--- src/include/gpio_settings.svh ---
// GPIO peripheral build settings for pin count and APB address and register-index widths
`ifndef GPIO_SETTINGS_SVH
`define GPIO_SETTINGS_SVH

// number of GPIO pins
`define GPIO_WIDTH 12

// APB address width in bits
`define GPIO_ADDR_W 12

// register index width; the index is the address without its low 3 bits,
// so registers sit 8 bytes apart
`define GPIO_IDX_W 9

`endif

--- src/rtl/gpio_pkg.sv ---
// GPIO peripheral types for the bridge FSM states and the register map indices
`include "gpio_settings.svh"

package gpio_pkg;

  // bridge FSM
  typedef enum logic [1:0] {
    ST_IDLE = 2'd0, // waiting for an access phase
    ST_WAIT = 2'd1, // request issued, waiting for the register block
    ST_RESP = 2'd2  // pready high for one cycle
  } apb_state_e;

  // register map, 8 bytes per index
  typedef enum logic [`GPIO_IDX_W-1:0] {
    REG_DIR     = `GPIO_IDX_W'd0, // 1 = input
    REG_IN      = `GPIO_IDX_W'd1, // read only
    REG_OUT     = `GPIO_IDX_W'd2,
    REG_SCRATCH = `GPIO_IDX_W'd3, // full 32 bits
    REG_IE      = `GPIO_IDX_W'd4  // irq enable mask
  } reg_idx_e;

endpackage

--- src/rtl/apb_gpio.sv ---
// GPIO register block with input synchronizer and level interrupts, behind an APB bridge
`timescale 1ns/100ps
`include "gpio_settings.svh"

module apb_gpio (
  input  logic                    clk,
  input  logic                    nrst,
  input  logic                    i_psel,
  input  logic                    i_penable,
  input  logic                    i_pwrite,
  input  logic [`GPIO_ADDR_W-1:0] i_paddr,
  input  logic [31:0]             i_pwdata,
  output logic [31:0]             o_prdata,
  output logic                    o_pready,
  output logic                    o_pslverr,
  input  logic [`GPIO_WIDTH-1:0]  i_gpio,
  output logic [`GPIO_WIDTH-1:0]  o_gpio,
  output logic [`GPIO_WIDTH-1:0]  o_gpio_dir,
  output logic [`GPIO_WIDTH-1:0]  o_irq
);

  logic                    req_valid;
  logic [`GPIO_ADDR_W-1:0] req_addr;
  logic                    req_write;
  logic [31:0]             req_wdata;
  gpio_pkg::reg_idx_e      req_idx;
  logic                    wr_en;

  logic [`GPIO_WIDTH-1:0]  dir_q;
  logic [`GPIO_WIDTH-1:0]  out_q;
  logic [`GPIO_WIDTH-1:0]  ie_q;
  logic [31:0]             scratch_q;
  logic [`GPIO_WIDTH-1:0]  sync1_q;
  logic [`GPIO_WIDTH-1:0]  sync2_q;
  logic [`GPIO_WIDTH-1:0]  in_q;
  logic [`GPIO_WIDTH-1:0]  irq_q;

  logic                    resp_valid_q;
  logic [31:0]             resp_rdata_q;
  logic                    resp_err_q;
  logic [31:0]             rdata;
  logic                    err;

  apb_slv slv_i (
    .clk         (clk),
    .nrst        (nrst),
    .i_psel      (i_psel),
    .i_penable   (i_penable),
    .i_pwrite    (i_pwrite),
    .i_paddr     (i_paddr),
    .i_pwdata    (i_pwdata),
    .o_prdata    (o_prdata),
    .o_pready    (o_pready),
    .o_pslverr   (o_pslverr),
    .o_req_valid (req_valid),
    .o_req_addr  (req_addr),
    .o_req_write (req_write),
    .o_req_wdata (req_wdata),
    .i_resp_valid(resp_valid_q),
    .i_resp_rdata(resp_rdata_q),
    .i_resp_err  (resp_err_q)
  );

  assign req_idx = gpio_pkg::reg_idx_e'(req_addr[`GPIO_ADDR_W-1:3]); // 8-byte stride
  assign wr_en   = req_valid & req_write;

  // read mux and map check
  always_comb begin
    rdata = '0;
    err   = 1'b0;
    case (req_idx)
      gpio_pkg::REG_DIR:     rdata[`GPIO_WIDTH-1:0] = dir_q;
      gpio_pkg::REG_IN:      rdata[`GPIO_WIDTH-1:0] = in_q;
      gpio_pkg::REG_OUT:     rdata[`GPIO_WIDTH-1:0] = out_q;
      gpio_pkg::REG_SCRATCH: rdata = scratch_q;
      gpio_pkg::REG_IE:      rdata[`GPIO_WIDTH-1:0] = ie_q;
      default:               err = 1'b1; // unmapped, data stays zero
    endcase
  end

  always_ff @(posedge clk or negedge nrst) begin
    if (!nrst) begin
      dir_q        <= '1; // all pins input
      out_q        <= '0;
      ie_q         <= '0;
      scratch_q    <= '0;
      resp_valid_q <= 1'b0;
      resp_err_q   <= 1'b0;
    end else begin
      resp_valid_q <= req_valid; // answer on the next edge
      resp_err_q   <= req_valid & err;
      if (wr_en) begin
        case (req_idx)
          gpio_pkg::REG_DIR:     dir_q     <= req_wdata[`GPIO_WIDTH-1:0];
          gpio_pkg::REG_OUT:     out_q     <= req_wdata[`GPIO_WIDTH-1:0];
          gpio_pkg::REG_SCRATCH: scratch_q <= req_wdata;
          gpio_pkg::REG_IE:      ie_q      <= req_wdata[`GPIO_WIDTH-1:0];
          default: ; // REG_IN is read only
        endcase
      end
    end
  end

  always_ff @(posedge clk) begin
    resp_rdata_q <= rdata;
  end

  // two-flop sync, capture, then irq one cycle later
  always_ff @(posedge clk or negedge nrst) begin
    if (!nrst) begin
      sync1_q <= '0;
      sync2_q <= '0;
      in_q    <= '0;
      irq_q   <= '0;
    end else begin
      sync1_q <= i_gpio;
      sync2_q <= sync1_q;
      in_q    <= sync2_q;
      irq_q   <= in_q & ie_q; // level per pin
    end
  end

  assign o_gpio     = out_q;
  assign o_gpio_dir = dir_q;
  assign o_irq      = irq_q;

endmodule

--- src/rtl/apb_slv.sv ---
// APB slave bridge that issues one register request per access phase and returns the response
`timescale 1ns/100ps
`include "gpio_settings.svh"

module apb_slv (
  input  logic                    clk,
  input  logic                    nrst,
  input  logic                    i_psel,
  input  logic                    i_penable,
  input  logic                    i_pwrite,
  input  logic [`GPIO_ADDR_W-1:0] i_paddr,
  input  logic [31:0]             i_pwdata,
  output logic [31:0]             o_prdata,
  output logic                    o_pready,
  output logic                    o_pslverr,
  output logic                    o_req_valid,
  output logic [`GPIO_ADDR_W-1:0] o_req_addr,
  output logic                    o_req_write,
  output logic [31:0]             o_req_wdata,
  input  logic                    i_resp_valid,
  input  logic [31:0]             i_resp_rdata,
  input  logic                    i_resp_err
);

  gpio_pkg::apb_state_e state_q;
  gpio_pkg::apb_state_e state_d;
  logic [31:0]          rdata_q;
  logic                 err_q;
  logic                 resp_take;

  // pulse only in the first access cycle
  assign o_req_valid = (state_q == gpio_pkg::ST_IDLE) && i_psel && i_penable;
  assign o_req_addr  = i_paddr;  // master holds these stable
  assign o_req_write = i_pwrite;
  assign o_req_wdata = i_pwdata;

  assign resp_take = (state_q == gpio_pkg::ST_WAIT) && i_resp_valid;

  always_comb begin
    state_d = state_q;
    case (state_q)
      gpio_pkg::ST_IDLE: begin
        if (o_req_valid) begin
          state_d = gpio_pkg::ST_WAIT;
        end
      end
      gpio_pkg::ST_WAIT: begin
        if (i_resp_valid) begin
          state_d = gpio_pkg::ST_RESP;
        end
      end
      gpio_pkg::ST_RESP: state_d = gpio_pkg::ST_IDLE; // transfer ends here
      default:           state_d = gpio_pkg::ST_IDLE;
    endcase
  end

  always_ff @(posedge clk or negedge nrst) begin
    if (!nrst) begin
      state_q <= gpio_pkg::ST_IDLE;
      err_q   <= 1'b0;
    end else begin
      state_q <= state_d;
      if (resp_take) begin
        err_q <= i_resp_err;
      end
    end
  end

  always_ff @(posedge clk) begin
    if (resp_take) begin
      rdata_q <= i_resp_rdata; // held until the next response
    end
  end

  assign o_pready  = (state_q == gpio_pkg::ST_RESP);
  assign o_pslverr = o_pready & err_q;
  assign o_prdata  = rdata_q;

endmodule

--- src/rtl/gpio_top.sv ---
// GPIO peripheral top level exposing the APB slave port and the pin ports
`timescale 1ns/100ps
`include "gpio_settings.svh"

module gpio_top (
  input  logic                    clk,
  input  logic                    nrst,
  input  logic                    i_psel,
  input  logic                    i_penable,
  input  logic                    i_pwrite,
  input  logic [`GPIO_ADDR_W-1:0] i_paddr,
  input  logic [31:0]             i_pwdata,
  output logic [31:0]             o_prdata,
  output logic                    o_pready,
  output logic                    o_pslverr,
  input  logic [`GPIO_WIDTH-1:0]  i_gpio,
  output logic [`GPIO_WIDTH-1:0]  o_gpio,
  output logic [`GPIO_WIDTH-1:0]  o_gpio_dir,
  output logic [`GPIO_WIDTH-1:0]  o_irq
);

  apb_gpio gpio_i (
    .clk       (clk),
    .nrst      (nrst),
    .i_psel    (i_psel),
    .i_penable (i_penable),
    .i_pwrite  (i_pwrite),
    .i_paddr   (i_paddr),
    .i_pwdata  (i_pwdata),
    .o_prdata  (o_prdata),
    .o_pready  (o_pready),
    .o_pslverr (o_pslverr),
    .i_gpio    (i_gpio),   // async pins
    .o_gpio    (o_gpio),
    .o_gpio_dir(o_gpio_dir),
    .o_irq     (o_irq)
  );

endmodule

--- config.mk ---
export PLATFORM = sky130hd
export DESIGN_NAME = gpio_top
export DESIGN_NICKNAME = d
export VERILOG_FILES = /design/src/rtl/gpio_pkg.sv /design/src/rtl/apb_gpio.sv /design/src/rtl/apb_slv.sv /design/src/rtl/gpio_top.sv
export VERILOG_INCLUDE_DIRS = /design/src /design/src/include
export SDC_FILE = /design/constraint.sdc
export NUM_CORES = 1
export LEC_CHECK = 0
export BUFFER_PORTS_ARGS = -buffer_cell sky130_fd_sc_hd__buf_2
export CAP_MARGIN = 20
export CORE_MARGIN = 2
export CORE_UTILIZATION = 30
export DETAILED_ROUTE_END_ITERATION = 6
export HOLD_SLACK_MARGIN = 0.05
export PLACE_DENSITY_LB_ADDON = 0.15
export SLEW_MARGIN = 15
export SYNTH_ARGS = -nofsm -noshare
export SYNTH_HDL_FRONTEND = slang
export SYNTH_HIERARCHICAL = 1
export SYNTH_SLANG_ARGS = --single-unit
--- constraint.sdc ---
create_clock -name clk -period 1.8 [get_ports clk]
set_input_delay 0.09 -clock clk [delete_from_list [all_inputs] [get_ports clk]]
set_output_delay 0.09 -clock clk [all_outputs]
set_load 0.01 [all_outputs]
* After elaboration in Yosys (flattened, before gate mapping) *
Index checks and enable logic that the tools add are counted.

operators by class
  equality and inequality tests = 8
  multiplexer cells = 5
  bitwise gates (word level) = 4
  reduce and logical (&&, ||, !) cells = 11

operators by type and width
  kind                number
  $pmux 12 s5         1
  $eq 9x2->1 const B  2
  $and 12x12->12      1
  $reduce_and 2->1    5
  $eq 9x1->1 const B  1
  $eq 9x3->1 const B  1
  $logic_not 9->1     1
  $reduce_or 5->1     1
  $mux 2              2
  $ne 2x1->1 const B  2
  $pmux 2 s2          1
  $and 1x1->1         3
  $logic_and 1x1->1   3
  $eq 2x1->1 const B  1
  $eq 2x2->1 const B  1
  $logic_not 2->1     1
  $mux 1              1

word-level totals
  register bits after elaboration = 185
  bits of input ports = 61
  output and inout bits = 70
  logic and storage cells = 43

* Logic depth before layout (Yosys ltp) *
Gate-level depths: netlist of run 1.

  depth in word-level cells = 5
  mapped depth = 6
  mapped depth without buffers = 5

* Hierarchy *
The synthesis of run 1 kept the hierarchy.

modules (own cells, without submodules)
  module    times used  cells an instance  area each (sq um)  seq. area each (sq um)
  apb_gpio  1           348                5,382.7            3,608.5
  apb_slv   1           90                 1,451.4            1,036.0

* Worst setup path after synthesis of run 1 *
OpenSTA, ideal clock, no wires.

  kind = reg-to-reg
  start point = register gpio_i.slv_i.state_q[0]
  end point = register gpio_i.scratch_q[10]
  library setup time = 125 ps
  arrival = 1,772 ps
  required time = 1,675 ps
  path slack = -97 ps
  stages on the path, launching flop included = 6
  path buffers = 1
  period minus slack after synthesis = 1,897 ps
  cell sequence = dfrtp_1 -> nor3_1 -> nand2_1 -> nor4_4 -> buf_6 -> mux2_2

on the way
  longest elaborated chain between the ends = 5

RTL lines
  item                               line            RTL
  start: declaration                 apb_slv.sv:25   gpio_pkg::apb_state_e state_q;
  start signal: assignment           apb_slv.sv:59   state_q <= gpio_pkg::ST_IDLE;
  start signal: assignment           apb_slv.sv:62   state_q <= state_d;
  $logic_not 2->1                    apb_slv.sv:32   assign o_req_valid = (state_q == gpio_pkg::ST_IDLE) && i_psel && i_penable;
  $logic_and 1x1->1 (2 in a row)     apb_slv.sv:32
  named net gpio_i.req_valid         apb_gpio.sv:22  logic req_valid;
  $and 1x1->1                        apb_gpio.sv:65  assign wr_en = req_valid & req_write;
  $reduce_and 2->1 (no source line)  --
  end signal: assignment             apb_gpio.sv:96  gpio_pkg::REG_SCRATCH: scratch_q <= req_wdata;
  end: declaration                   apb_gpio.sv:32  logic [31:0] scratch_q;

The timed path passes the listed nets, and every way through them passes these cells.
A chain may end at the register's enable or synchronous reset.

* Final worst setup path of run 1 *
  start point = input i_psel
  end point = register gpio_i.scratch_q[16]

on the way
  longest elaborated chain between the ends = 4

RTL lines
  item                               line            RTL
  start: declaration                 gpio_top.sv:8   input logic i_psel,
  $logic_and 1x1->1 (2 in a row)     apb_slv.sv:32
  named net gpio_i.req_valid         apb_gpio.sv:22
  $and 1x1->1                        apb_gpio.sv:65
  $reduce_and 2->1 (no source line)  --

The timed path passes the listed nets, and every way through them passes these cells.

==> qor.tcl, run 1 <==
set qor(finalWorstSetupSlack_ns) 0.0340
set qor(synth-warning-count) 6
set qor(origin_of_the_worst_setup_path) {i_psel}
set qor(worstSetupPathType) {in -> reg}
set qor(timing.rr.end) {gpio_i/scratch_q[16]}
set qor(pins_over_slew_limit) 0
set qor(r2r_start) {gpio_i/slv_i/state_q[1]}
set qor(design.portCount) 131
set qor(synth_fp_nets) 496
set qor(drt-total-wl_mm) 14.4
set qor(cells_on_worst_hold_path) 4
set qor(power_uw) 8470
set qor(die_area_mm2) 0.0239
set qor(area_growth_pct) 27.4
set qor(grt_antenna_before_repair) 2
set qor(grt_use_met3_pct) 2.97
set qor(detail_route.iter0.violations) 135
set qor(syn_area_per_cell_um2) 15.7
set qor(core-area_mm2) 0.0224
set qor(reg2reg_setup_slack_ns) 0.04
set qor(total_leakage_power_uw) 0.00406
set qor(combPwrFrac_pct) 7.1
set qor(power_frac_clock_pct) 40.2
set qor(clkSinkCount) 185
set qor(grt_most_used_layer) {met2}
set qor(final_nets) 659
set qor(critPathMaxFanout) 23
set qor(detailedPlacementHpwl_mm) 9.86
set qor(drive_gt1_share_pct) 46.6
set qor(grt_pass1_vias) 4085
set qor(post_synth_inst_count) 435
set qor(finalWorstPathRequiredPeriod_ns) 1.77
set qor(routed_via_count_divided_by_cell_count) 4.25
set qor(netSwitchingPower_uw) 1910
set qor(hold_path.class) {in -> reg}
set qor(start_util_pct) 30.4
set qor(max_clock_freq_ghz) 0.566
set qor(worst_r2r_path_depth) 5
set qor(floorplan.die.width_um) 155
set qor(final_replace_weighted_congestion) 0.728
set qor(numCtsBuffers) 17
set qor(num_vias) 3812
set qor(maxCapViolations) 0
set qor(root_buffer_master) {sky130_fd_sc_hd__clkbuf_16}
set qor(fin_crit_sh_pct) 98.1
set qor(cellPowerDensity_mw_per_mm2) 976
set qor(dieHeight_um) 155
set qor(final_report_setup_violation_count) 0
set qor(min_to) {gpio_i/resp_valid_q}
set qor(critical_path.startpoint_type) {input pin}
set qor(rsz0062_at_grt) {yes}
set qor(vdd_ir_drop_max_v) 0.000571
set qor(p_int_uw) 6560
set qor(finalHoldViolations) 0
set qor(detail-route-antenna-nets) 0
set qor(groute.layer.met2.usage_pct) 20.6
set qor(synth_area_mm2) 0.00681
set qor(cts_tree) {yes}
set qor(placement.setup.worst_slack_ns) 0.0174
set qor(worst_slew_pin_slew_ns) 0.427
set qor(remaining_drc_errors) 0
set qor(final_util_pct) 38.7
set qor(port-buffer-count) 127
set qor(switching_share_pct) 22.6
set qor(grt_first_pass_wirelength_mm) 22.8
set qor(cp.arrival_ns) 2.07
set qor(p_seq_share_pct) 52.6
set qor(htreeDepth) 4
set qor(hold_start) {i_penable}
set qor(clk-insertion-delay-late_ns) 0.42
set qor(iteration_count_of_the_initial_detailed_routing_pass) 4
set qor(routed_wire_length_per_instance_um) 16.1
set qor(pin_count_of_the_biggest_net_entering_global_routing) 49
set qor(clock_tree_buf_depth) 2
set qor(core.rowCount) 55
set qor(clock_skew_ns) 0.00738
set qor(met1_resource_use_gr_pct) 16.6
set qor(clk_transition_reported_paths_ns) 0.06
set qor(globalRouteTotalUtil_pct) 12.8
set qor(critPathRequiredTime_ns) 2.10
set qor(outcome) {completed}
set qor(grt_overflow_total) 0
set qor(worstSetupEndpointType) {register}
set qor(remaining_max_slew_budget_at_the_tightest_pin_pct) 71.5
set qor(hold_slack_ns) 0.0918
==> through the flow <==
step | cells | instance area, um^2 | TNS (ns)
CTS | 896 | 8660 | 0
global route | 896 | 8680 | -0.932
finish | 897 | 8680 | 0
detailed placement | 817 | 7650 | 0
floorplan | 435 | 6820 | 0
global placement | 817 | 7650 | 0
==> sequential cells by signal, summed over array words and instances, names as in the netlist, 2 cells and up <==
signal and count:
gpio_i/scratch_q 32, gpio_i/in_q 12, gpio_i/o_gpio 12, gpio_i/ie_q 12, gpio_i/resp_rdata_q 32, gpio_i/o_irq 12, gpio_i/o_gpio_dir 12, gpio_i/slv_i/state_q 2
gpio_i/sync1_q 12, gpio_i/slv_i/o_prdata 32, gpio_i/sync2_q 12
==> metal layers <==
| layer | wire length (um) | up-vias |
|---|---|---|
| li1 | - | 1801 |
| met1 | 6540 | 1885 |
| met2 | 6910 | 103 |
| met3 | 705 | 21 |
| met4 | 267 | 2 |
| met5 | 13 | - |
==> layout by cell type, fill, tap and decap left out, types with 10 or more instances in the layout <==
cell type	n
sky130_fd_sc_hd__mux2_2	70
sky130_fd_sc_hd__dfstp_2	12
sky130_fd_sc_hd__dfrtp_1	109
sky130_fd_sc_hd__and2_1	38
sky130_fd_sc_hd__buf_2	126
sky130_fd_sc_hd__edfxtp_1	32
sky130_fd_sc_hd__nand2_1	10
sky130_fd_sc_hd__mux2_4	13
sky130_fd_sc_hd__dfxtp_1	32
sky130_fd_sc_hd__buf_4	19
sky130_fd_sc_hd__clkbuf_16	18
sky130_fd_sc_hd__dlygate4sd3_1	47
==> worst max-delay path: stages <==
cell	delay, ns
sky130_fd_sc_hd__dlygate4sd3_1	0.53
sky130_fd_sc_hd__buf_2	0.11
sky130_fd_sc_hd__nand2_1	0.06
sky130_fd_sc_hd__nor3_2	0.23
sky130_fd_sc_hd__nand2_1	0.12
sky130_fd_sc_hd__nor4_4	0.32
sky130_fd_sc_hd__buf_12	0.23
sky130_fd_sc_hd__mux2_2	0.35
==> layout make-up <==
| class | instances | area [um^2] |
|---|---|---|
| Clock buffer | 23 | 469 |
| Fill cell | 2161 | 13800 |
| Timing Repair Buffer | 199 | 1360 |
| Clock inverter | 9 | 67.6 |
| Sequential cell | 185 | 4640 |
| Tap cell | 285 | 357 |
| Antenna cell | 1 | 2.50 |
| Multi-Input combinational cell | 195 | 1780 |
==> power groups by stage <==
stage | sequential, uW | combinational (uW) | clock, uW
floorplan | 4580 | 243 | 0
global placement | 4540 | 536 | 0
detailed placement | 4540 | 540 | 0
CTS | 4460 | 625 | 3540
global route | 4470 | 670 | 3730
finish | 4460 | 605 | 3410
==> what timing repair did <==
action / CTS / global route
setup endpoints to repair: 6 / 37
resized for setup: 1 / 4
setup buffers: 0 / 0
pin swaps: 1 / 0
endpoints found under the hold margin: 194 / 0
hold buffers: 47 / 0
==> how the worst max path moves through the flow <==
stage / end / slack, ns
3_3_place_gp: gpio_i/scratch_q[7] / 0.03
3_5_place_dp: gpio_i/scratch_q[3] / 0.02
2_1_floorplan: gpio_i/scratch_q[10] / 0.006
4_1_cts: gpio_i/scratch_q[16] / 0.01
6_report: gpio_i/scratch_q[16] / 0.03
5_1_grt: gpio_i/scratch_q[14] / -0.05
Power figures use the tool's default switching activity.
==> run 2: changes to the inputs <==
--- a/config.mk
+++ b/config.mk
@@ -7,9 +7,9 @@
 export NUM_CORES = 1
 export LEC_CHECK = 0
 export BUFFER_PORTS_ARGS = -buffer_cell sky130_fd_sc_hd__buf_2
-export CAP_MARGIN = 20
+export CAP_MARGIN = 5
 export CORE_MARGIN = 2
-export CORE_UTILIZATION = 30
+export CORE_UTILIZATION = 41
 export DETAILED_ROUTE_END_ITERATION = 6
 export HOLD_SLACK_MARGIN = 0.05
 export PLACE_DENSITY_LB_ADDON = 0.15
==> run 2 against run 1 <==
Net effect:
- core utilization rose by 14 points
- via count rose by 0.31%
- combinational power barely moved
- clock skew fell by 0.0011 ns
- non-clock buffer count did not move
- critical path depth fell by 3
- routed wire length fell by 6.0%
- sequential cell count did not move
- critical path type is now reg -> reg
- largest cell class unchanged
==> qor.tcl, run 2 (synthesis results as in run 1) <==
set qor(htreeDepth) 4 ;# unchanged
set qor(fin_crit_sh_pct) 96.5 ;# -1.6 points
set qor(numCtsBuffers) 17 ;# unchanged
set qor(die_area_mm2) 0.0177 ;# -26%
set qor(vdd_ir_drop_max_v) 0.000643 ;# +13%
set qor(grt_first_pass_wirelength_mm) 21.3 ;# -6.8%
set qor(critPathRequiredTime_ns) 2.10 ;# about the same
set qor(reg2reg_setup_slack_ns) 0.06 ;# +0.02 ns
set qor(drive_gt1_share_pct) 47.0 ;# +0.33 points
set qor(maxCapViolations) 0 ;# unchanged
set qor(timing.rr.end) {gpio_i/scratch_q[1]}
set qor(routed_wire_length_per_instance_um) 16.3 ;# +1.5%
set qor(final-instance-count-excl-fill) 831 ;# -7.4%
set qor(pins_over_slew_limit) 0 ;# unchanged
set qor(finalWorstSetupSlack_ns) 0.0634 ;# +0.0294 ns
set qor(floorplan.die.width_um) 133 ;# -14%
set qor(finalWorstPathRequiredPeriod_ns) 1.74 ;# -0.0294 ns
set qor(placed_cells_incl_taps) 752 ;# -8.0%
set qor(grt_antenna_before_repair) 0 ;# -2
set qor(rsz0062_at_grt) {yes}
set qor(worstPathCellList) {nor3_2, nand2_1, nor4_4, buf_6, mux2_2}
set qor(worst_slew_pin_slew_ns) 0.430 ;# +0.00361 ns
set qor(grt_pass1_vias) 3963 ;# -3.0%
set qor(num_vias) 3824 ;# +0.31%
set qor(drt-total-wl_mm) 13.6 ;# -6.0%
set qor(iteration_count_of_the_initial_detailed_routing_pass) 4 ;# unchanged
set qor(cp.arrival_ns) 2.03 ;# -0.04 ns
set qor(clock_skew_ns) 0.00624 ;# -0.00114 ns
set qor(root_buffer_master) {sky130_fd_sc_hd__clkbuf_16}
set qor(placement.setup.worst_slack_ns) 0.0246 ;# +0.00727 ns
set qor(fill_cells) 1388 ;# -36%
set qor(final_replace_weighted_congestion) 0.731 ;# +0.34%
set qor(cts_tree) {yes}
set qor(remaining_max_slew_budget_at_the_tightest_pin_pct) 71.2 ;# -0.24 points
set qor(final_common_cell) {sky130_fd_sc_hd__buf_2}
set qor(clkSinkCount) 185 ;# unchanged
set qor(critPathMaxStageDelay_ns) 0.41 ;# -0.12 ns
set qor(cellPowerDensity_mw_per_mm2) 999 ;# +2.3%
set qor(detail_route.iter0.violations) 123 ;# -8.9%
set qor(outcome) {completed}
set qor(finalSetupTns_ns) 0 ;# unchanged
set qor(area_growth_pct) 26.3
set qor(grt_overflow_total) 0 ;# unchanged
set qor(layout_common_cells) {sky130_fd_sc_hd__buf_2 (126), sky130_fd_sc_hd__dfrtp_1 (109), sky130_fd_sc_hd__mux2_2 (70)}
set qor(clk_transition_reported_paths_ns) 0.07 ;# about the same
set qor(worstSetupPathType) {reg -> reg}
set qor(dieHeight_um) 133 ;# -14%
set qor(finalHoldViolations) 0 ;# unchanged
set qor(globalRouteTotalUtil_pct) 16.0 ;# +3.2 points
set qor(routed_via_count_divided_by_cell_count) 4.60 ;# +8.3%
set qor(remaining_drc_errors) 0 ;# unchanged
set qor(final_nets) 659 ;# unchanged
set qor(cp_num_buf_inv) 1 ;# -2
set qor(clock_tree_buf_depth) 2 ;# unchanged
set qor(post-cts-setup-buffers) 0 ;# unchanged
set qor(r2r_start) {gpio_i/slv_i/state_q[1]}
set qor(total_leakage_power_uw) 0.00408 ;# +0.61%
set qor(design.portCount) 131 ;# unchanged
set qor(max_clock_freq_ghz) 0.576 ;# +1.7%
set qor(worstSetupEndpointType) {register}
set qor(detail-route-antenna-nets) 0 ;# unchanged
set qor(clk-insertion-delay-late_ns) 0.41 ;# about the same
set qor(critical-path-slowest-cell) {sky130_fd_sc_hd__dfrtp_1}
set qor(start_util_pct) 41.5 ;# +11 points
set qor(pin_count_of_the_biggest_net_entering_global_routing) 57 ;# +16%
set qor(core.rowCount) 47 ;# -15%
set qor(antenna_cells) 0 ;# -1
set qor(critPathMaxFanout) 17 ;# -26%
set qor(origin_of_the_worst_setup_path) {gpio_i/slv_i/state_q[1]}
set qor(worst_r2r_path_depth) 5 ;# unchanged
set qor(cp_top_family) {simple AND/OR/NAND/NOR gates}
set qor(detailedPlacementHpwl_mm) 9.25 ;# -6.2%
set qor(critical_path.startpoint_type) {register}
set qor(port-buffer-count) 127 ;# unchanged
set qor(core-area_mm2) 0.0164 ;# -27%
set qor(hold_path.class) {in -> async}
set qor(final_report_setup_violation_count) 0 ;# unchanged
## run 2: cell count changes in the layout (fill, tap and decap cells not counted), sizes merged
cell | previous run | this run
clkinv | 1 | 9
clkbuf | 23 | 18
clkinvlp | 6 | 3
bufinv | 0 | 2
inv | 2 | 0
diode | 1 | 0
## run 2: what timing repair did
item                                   CTS  global route
gates resized for setup                  0             4
hold buffers                            47             0
endpoints found under the hold margin  190             0
setup endpoints to repair                0            32
## run 2: metal layers
metal	global-route usage (%)	routed length (um)	vias up
met4	5.97	204	0
met1	20.7	6040	1923
li1	-	-	1801
met5	0	0	-
met2	26.5	6870	83
met3	3.64	469	17
## run 2: layout make-up
cell class	count	area [um^2]	area share (%)
flip-flops and latches	185	4640	54.0
repair buffers	199	1340	15.6
multi-input cells	195	1780	20.7
clock inverters	14	133	1.54
well taps	220	275	3.20
clock buffers	18	429	4.99
## run 2: stage by stage
stage	cell area [um^2]	total power, uW	hold WS [ns]	utilization (%)
after floorplan	6820	4820	-0.206	-
after global placement	7560	5060	-0.0426	46.1
after detailed placement	7560	5080	-0.0421	46.1
after CTS	8590	8720	0.0562	52.3
after global routing	8600	8920	0.0665	52.4
final	8600	8600	0.0634	52.4
## run 2: how the worst max path moves through the flow
| stage | end | cells after the start | slack, ns |
|---|---|---|---|
| 2_1_floorplan | gpio_i/scratch_q[10] | 5 | 0.006 |
| 3_3_place_gp | gpio_i/scratch_q[15] | 5 | 0.04 |
| 3_5_place_dp | gpio_i/scratch_q[4] | 5 | 0.02 |
| 4_1_cts | gpio_i/scratch_q[4] | 5 | 0.008 |
| 5_1_grt | gpio_i/scratch_q[16] | 5 | -0.07 |
| 6_report | gpio_i/scratch_q[1] | 5 | 0.06 |
## run 2: report_power, final
part / switching (uW) / internal (uW)
Clock: 1500 / 2020
Sequential: 55.1 / 4410
Combinational: 308 / 296
==> run 3: changes to the inputs <==
--- a/config.mk
+++ b/config.mk
@@ -8,7 +8,7 @@
 export LEC_CHECK = 0
 export BUFFER_PORTS_ARGS = -buffer_cell sky130_fd_sc_hd__buf_2
 export CAP_MARGIN = 5
-export CORE_MARGIN = 2
+export CORE_MARGIN = 5
 export CORE_UTILIZATION = 41
 export DETAILED_ROUTE_END_ITERATION = 6
 export HOLD_SLACK_MARGIN = 0.05
==> run 3 against run 2 <==
Net effect:
- maximum frequency shrank 2.7%
- setup slack lost 0.048 ns
- die area grew 9.2%
- sequential share of layout area shrank 0.54 points
- largest power group unchanged
- highest routed layer unchanged
==> qor.tcl, run 3 (synthesis results as in run 1) <==
set qor(final_util_pct) 52.8 ;# +0.34 points
set qor(worstSetupEndpointType) {register}
set qor(cellPowerDensity_mw_per_mm2) 1020 ;# +1.8%
set qor(finalHoldViolations) 0 ;# unchanged
set qor(detailedPlacementHpwl_mm) 9.55 ;# +3.3%
set qor(routed_wire_length_per_instance_um) 16.7 ;# +2.2%
set qor(cp_num_buf_inv) 4 ;# +3
set qor(antenna_cells) 0 ;# unchanged
set qor(max_clock_freq_ghz) 0.560 ;# -2.7%
set qor(critPathMaxFanout) 6 ;# -11
set qor(worstPathCellList) {dlygate4sd3_1, buf_2, nand2_1, nor3_4, nand2_1, nor4_4, buf_4, buf_4, mux2_2}
set qor(layout_common_cells) {sky130_fd_sc_hd__buf_2 (126), sky130_fd_sc_hd__dfrtp_1 (109), sky130_fd_sc_hd__mux2_2 (72)}
set qor(vdd_ir_drop_max_v) 0.000656 ;# +2.1%
set qor(die_area_mm2) 0.0193 ;# +9.2%
set qor(remaining_drc_errors) 0 ;# unchanged
set qor(root_buffer_master) {sky130_fd_sc_hd__clkbuf_16}
set qor(hold_path.class) {in -> reg}
set qor(num_vias) 3831 ;# +0.18%
set qor(final_nets) 662 ;# +0.46%
set qor(grt_overflow_total) 0 ;# unchanged
set qor(dieHeight_um) 139 ;# +4.5%
set qor(final_replace_weighted_congestion) 0.785 ;# +7.4%
set qor(clock_tree_buf_depth) 2 ;# unchanged
set qor(numCtsBuffers) 17 ;# unchanged
set qor(htreeDepth) 4 ;# unchanged
set qor(grt_antenna_before_repair) 0 ;# unchanged
set qor(outcome) {completed}
set qor(cp_top_family) {buffers and inverters}
set qor(floorplan.die.width_um) 139 ;# +4.5%
set qor(critical_path.startpoint_type) {input pin}
set qor(grt_first_pass_wirelength_mm) 22.5 ;# +5.8%
set qor(detail-route-antenna-nets) 0 ;# unchanged
set qor(area_growth_pct) 27.6
set qor(total_leakage_power_uw) 0.00413 ;# +1.2%
set qor(worstSetupPathType) {in -> reg}
set qor(clock_skew_ns) 0.00906 ;# +0.00282 ns
set qor(pins_over_slew_limit) 0 ;# unchanged
set qor(final_report_setup_violation_count) 0 ;# unchanged
set qor(finalSetupTns_ns) 0 ;# unchanged
set qor(detail_route.iter0.violations) 217 ;# +76%
set qor(remaining_max_slew_budget_at_the_tightest_pin_pct) 50.5 ;# -21 points
set qor(core.rowCount) 47 ;# unchanged
set qor(fin_crit_sh_pct) 99.1 ;# +2.7 points
set qor(maxCapViolations) 0 ;# unchanged
set qor(power_uw) 8840 ;# +2.9%
set qor(design_area_mm2) 0.00869 ;# +1.0%
set qor(routed_via_count_divided_by_cell_count) 4.59 ;# -0.18%
set qor(drt-total-wl_mm) 13.9 ;# +2.6%
set qor(globalRouteTotalUtil_pct) 15.1 ;# -0.96 points
set qor(cts_tree) {yes}
set qor(start_util_pct) 41.4 ;# -0.15 points
set qor(final_common_cell) {sky130_fd_sc_hd__buf_2}
set qor(clk_transition_reported_paths_ns) 0.07 ;# about the same
set qor(pin_count_of_the_biggest_net_entering_global_routing) 122 ;# +110%
set qor(iteration_count_of_the_initial_detailed_routing_pass) 4 ;# unchanged
set qor(port-buffer-count) 127 ;# unchanged
set qor(fill_cells) 1429 ;# +3.0%
set qor(rsz0062_at_grt) {yes}
set qor(drive_gt1_share_pct) 47.6 ;# +0.58 points
set qor(critPathRequiredTime_ns) 2.10 ;# about the same
set qor(placed_cells_incl_taps) 752 ;# unchanged
set qor(clkSinkCount) 185 ;# unchanged
set qor(cp.arrival_ns) 2.08 ;# +0.05 ns
set qor(critPathMaxStageDelay_ns) 0.53 ;# +0.12 ns
set qor(placed_cell_area_mm2) 0.00757 ;# +0.17%
set qor(final-instance-count-excl-fill) 834 ;# +0.36%
set qor(clk-insertion-delay-late_ns) 0.42 ;# about the same
set qor(critical-path-slowest-cell) {sky130_fd_sc_hd__dlygate4sd3_1}
set qor(finalWorstPathRequiredPeriod_ns) 1.78 ;# +0.0479 ns
set qor(grt_pass1_vias) 4048 ;# +2.1%
set qor(worst_slew_pin_slew_ns) 0.740 ;# +0.309 ns
set qor(design.portCount) 131 ;# unchanged
set qor(core-area_mm2) 0.0165 ;# +0.36%
run 3: timing repair:
item | 4_1_cts | 5_1_grt
hold buffers | 48 | 0
pin swaps | 2 | 0
hold endpoints to repair | 191 | 0
endpoints found under the setup margin | 32 | 16
buffers inserted | 2 | 0
resized for setup | 3 | 1
run 3: final timing paths:
path	startpoint	end	slack (ns)	depth (start not counted)
worst max register to register	gpio_i/slv_i/state_q[1]	gpio_i/scratch_q[26]	0.04	6
worst min-delay path	i_penable	gpio_i/resp_valid_q	0.13	4
worst min register to register	gpio_i/sync1_q[11]	gpio_i/sync2_q[11]	0.35	0
worst max-delay path	i_psel	gpio_i/scratch_q[26]	0.02	9
min in group asynchronous	nrst	gpio_i/scratch_q[3]	0.31	3
max in group asynchronous	nrst	gpio_i/ie_q[0]	1.01	3
run 3: metrics by stage:
stage | setup slack, ns | hold WS, ns
after floorplan | 0.00560 | -0.206
after detailed placement | -0.153 | 0.199
after global routing | -0.0167 | 0.112
after global placement | -0.112 | 0.198
final | 0.0155 | 0.130
after CTS | 0.0211 | 0.104
run 3: per-layer routing:
metal  track usage, %  part of all wire, %  wire length, um  vias to the layer above
met5                0                    0                0                        -
met4             5.25                  1.4              192                        0
met3             4.03                  4.3              595                       14
met2             24.2                   50             6960                       82
met1             19.8                   44             6180                     1923
li1                 -                    -                -                     1812
run 3: layout make-up:
cell class                 count  area [um^2]  share of cell area [%]
timing repair buffer         202         1380                    15.9
clock inverter                12          120                    1.38
tap                          220          275                    3.17
clock buffer                  20          489                    5.63
sequential                   185         4640                    53.4
multi-input combinational    195         1780                    20.5
run 3: power breakdown:
part | leakage, uW | switching, uW | internal [uW]
Combinational | 0.00172 | 313 | 306
Clock | 0.000302 | 1610 | 2150
Sequential | 0.00211 | 58.4 | 4410
run 3: worst min-delay path, cell delays in order:
cell and delay [ns]:
sky130_fd_sc_hd__buf_2 0.11, sky130_fd_sc_hd__nand2_1 0.11, sky130_fd_sc_hd__nor3_4 0.06, sky130_fd_sc_hd__buf_4 0.14
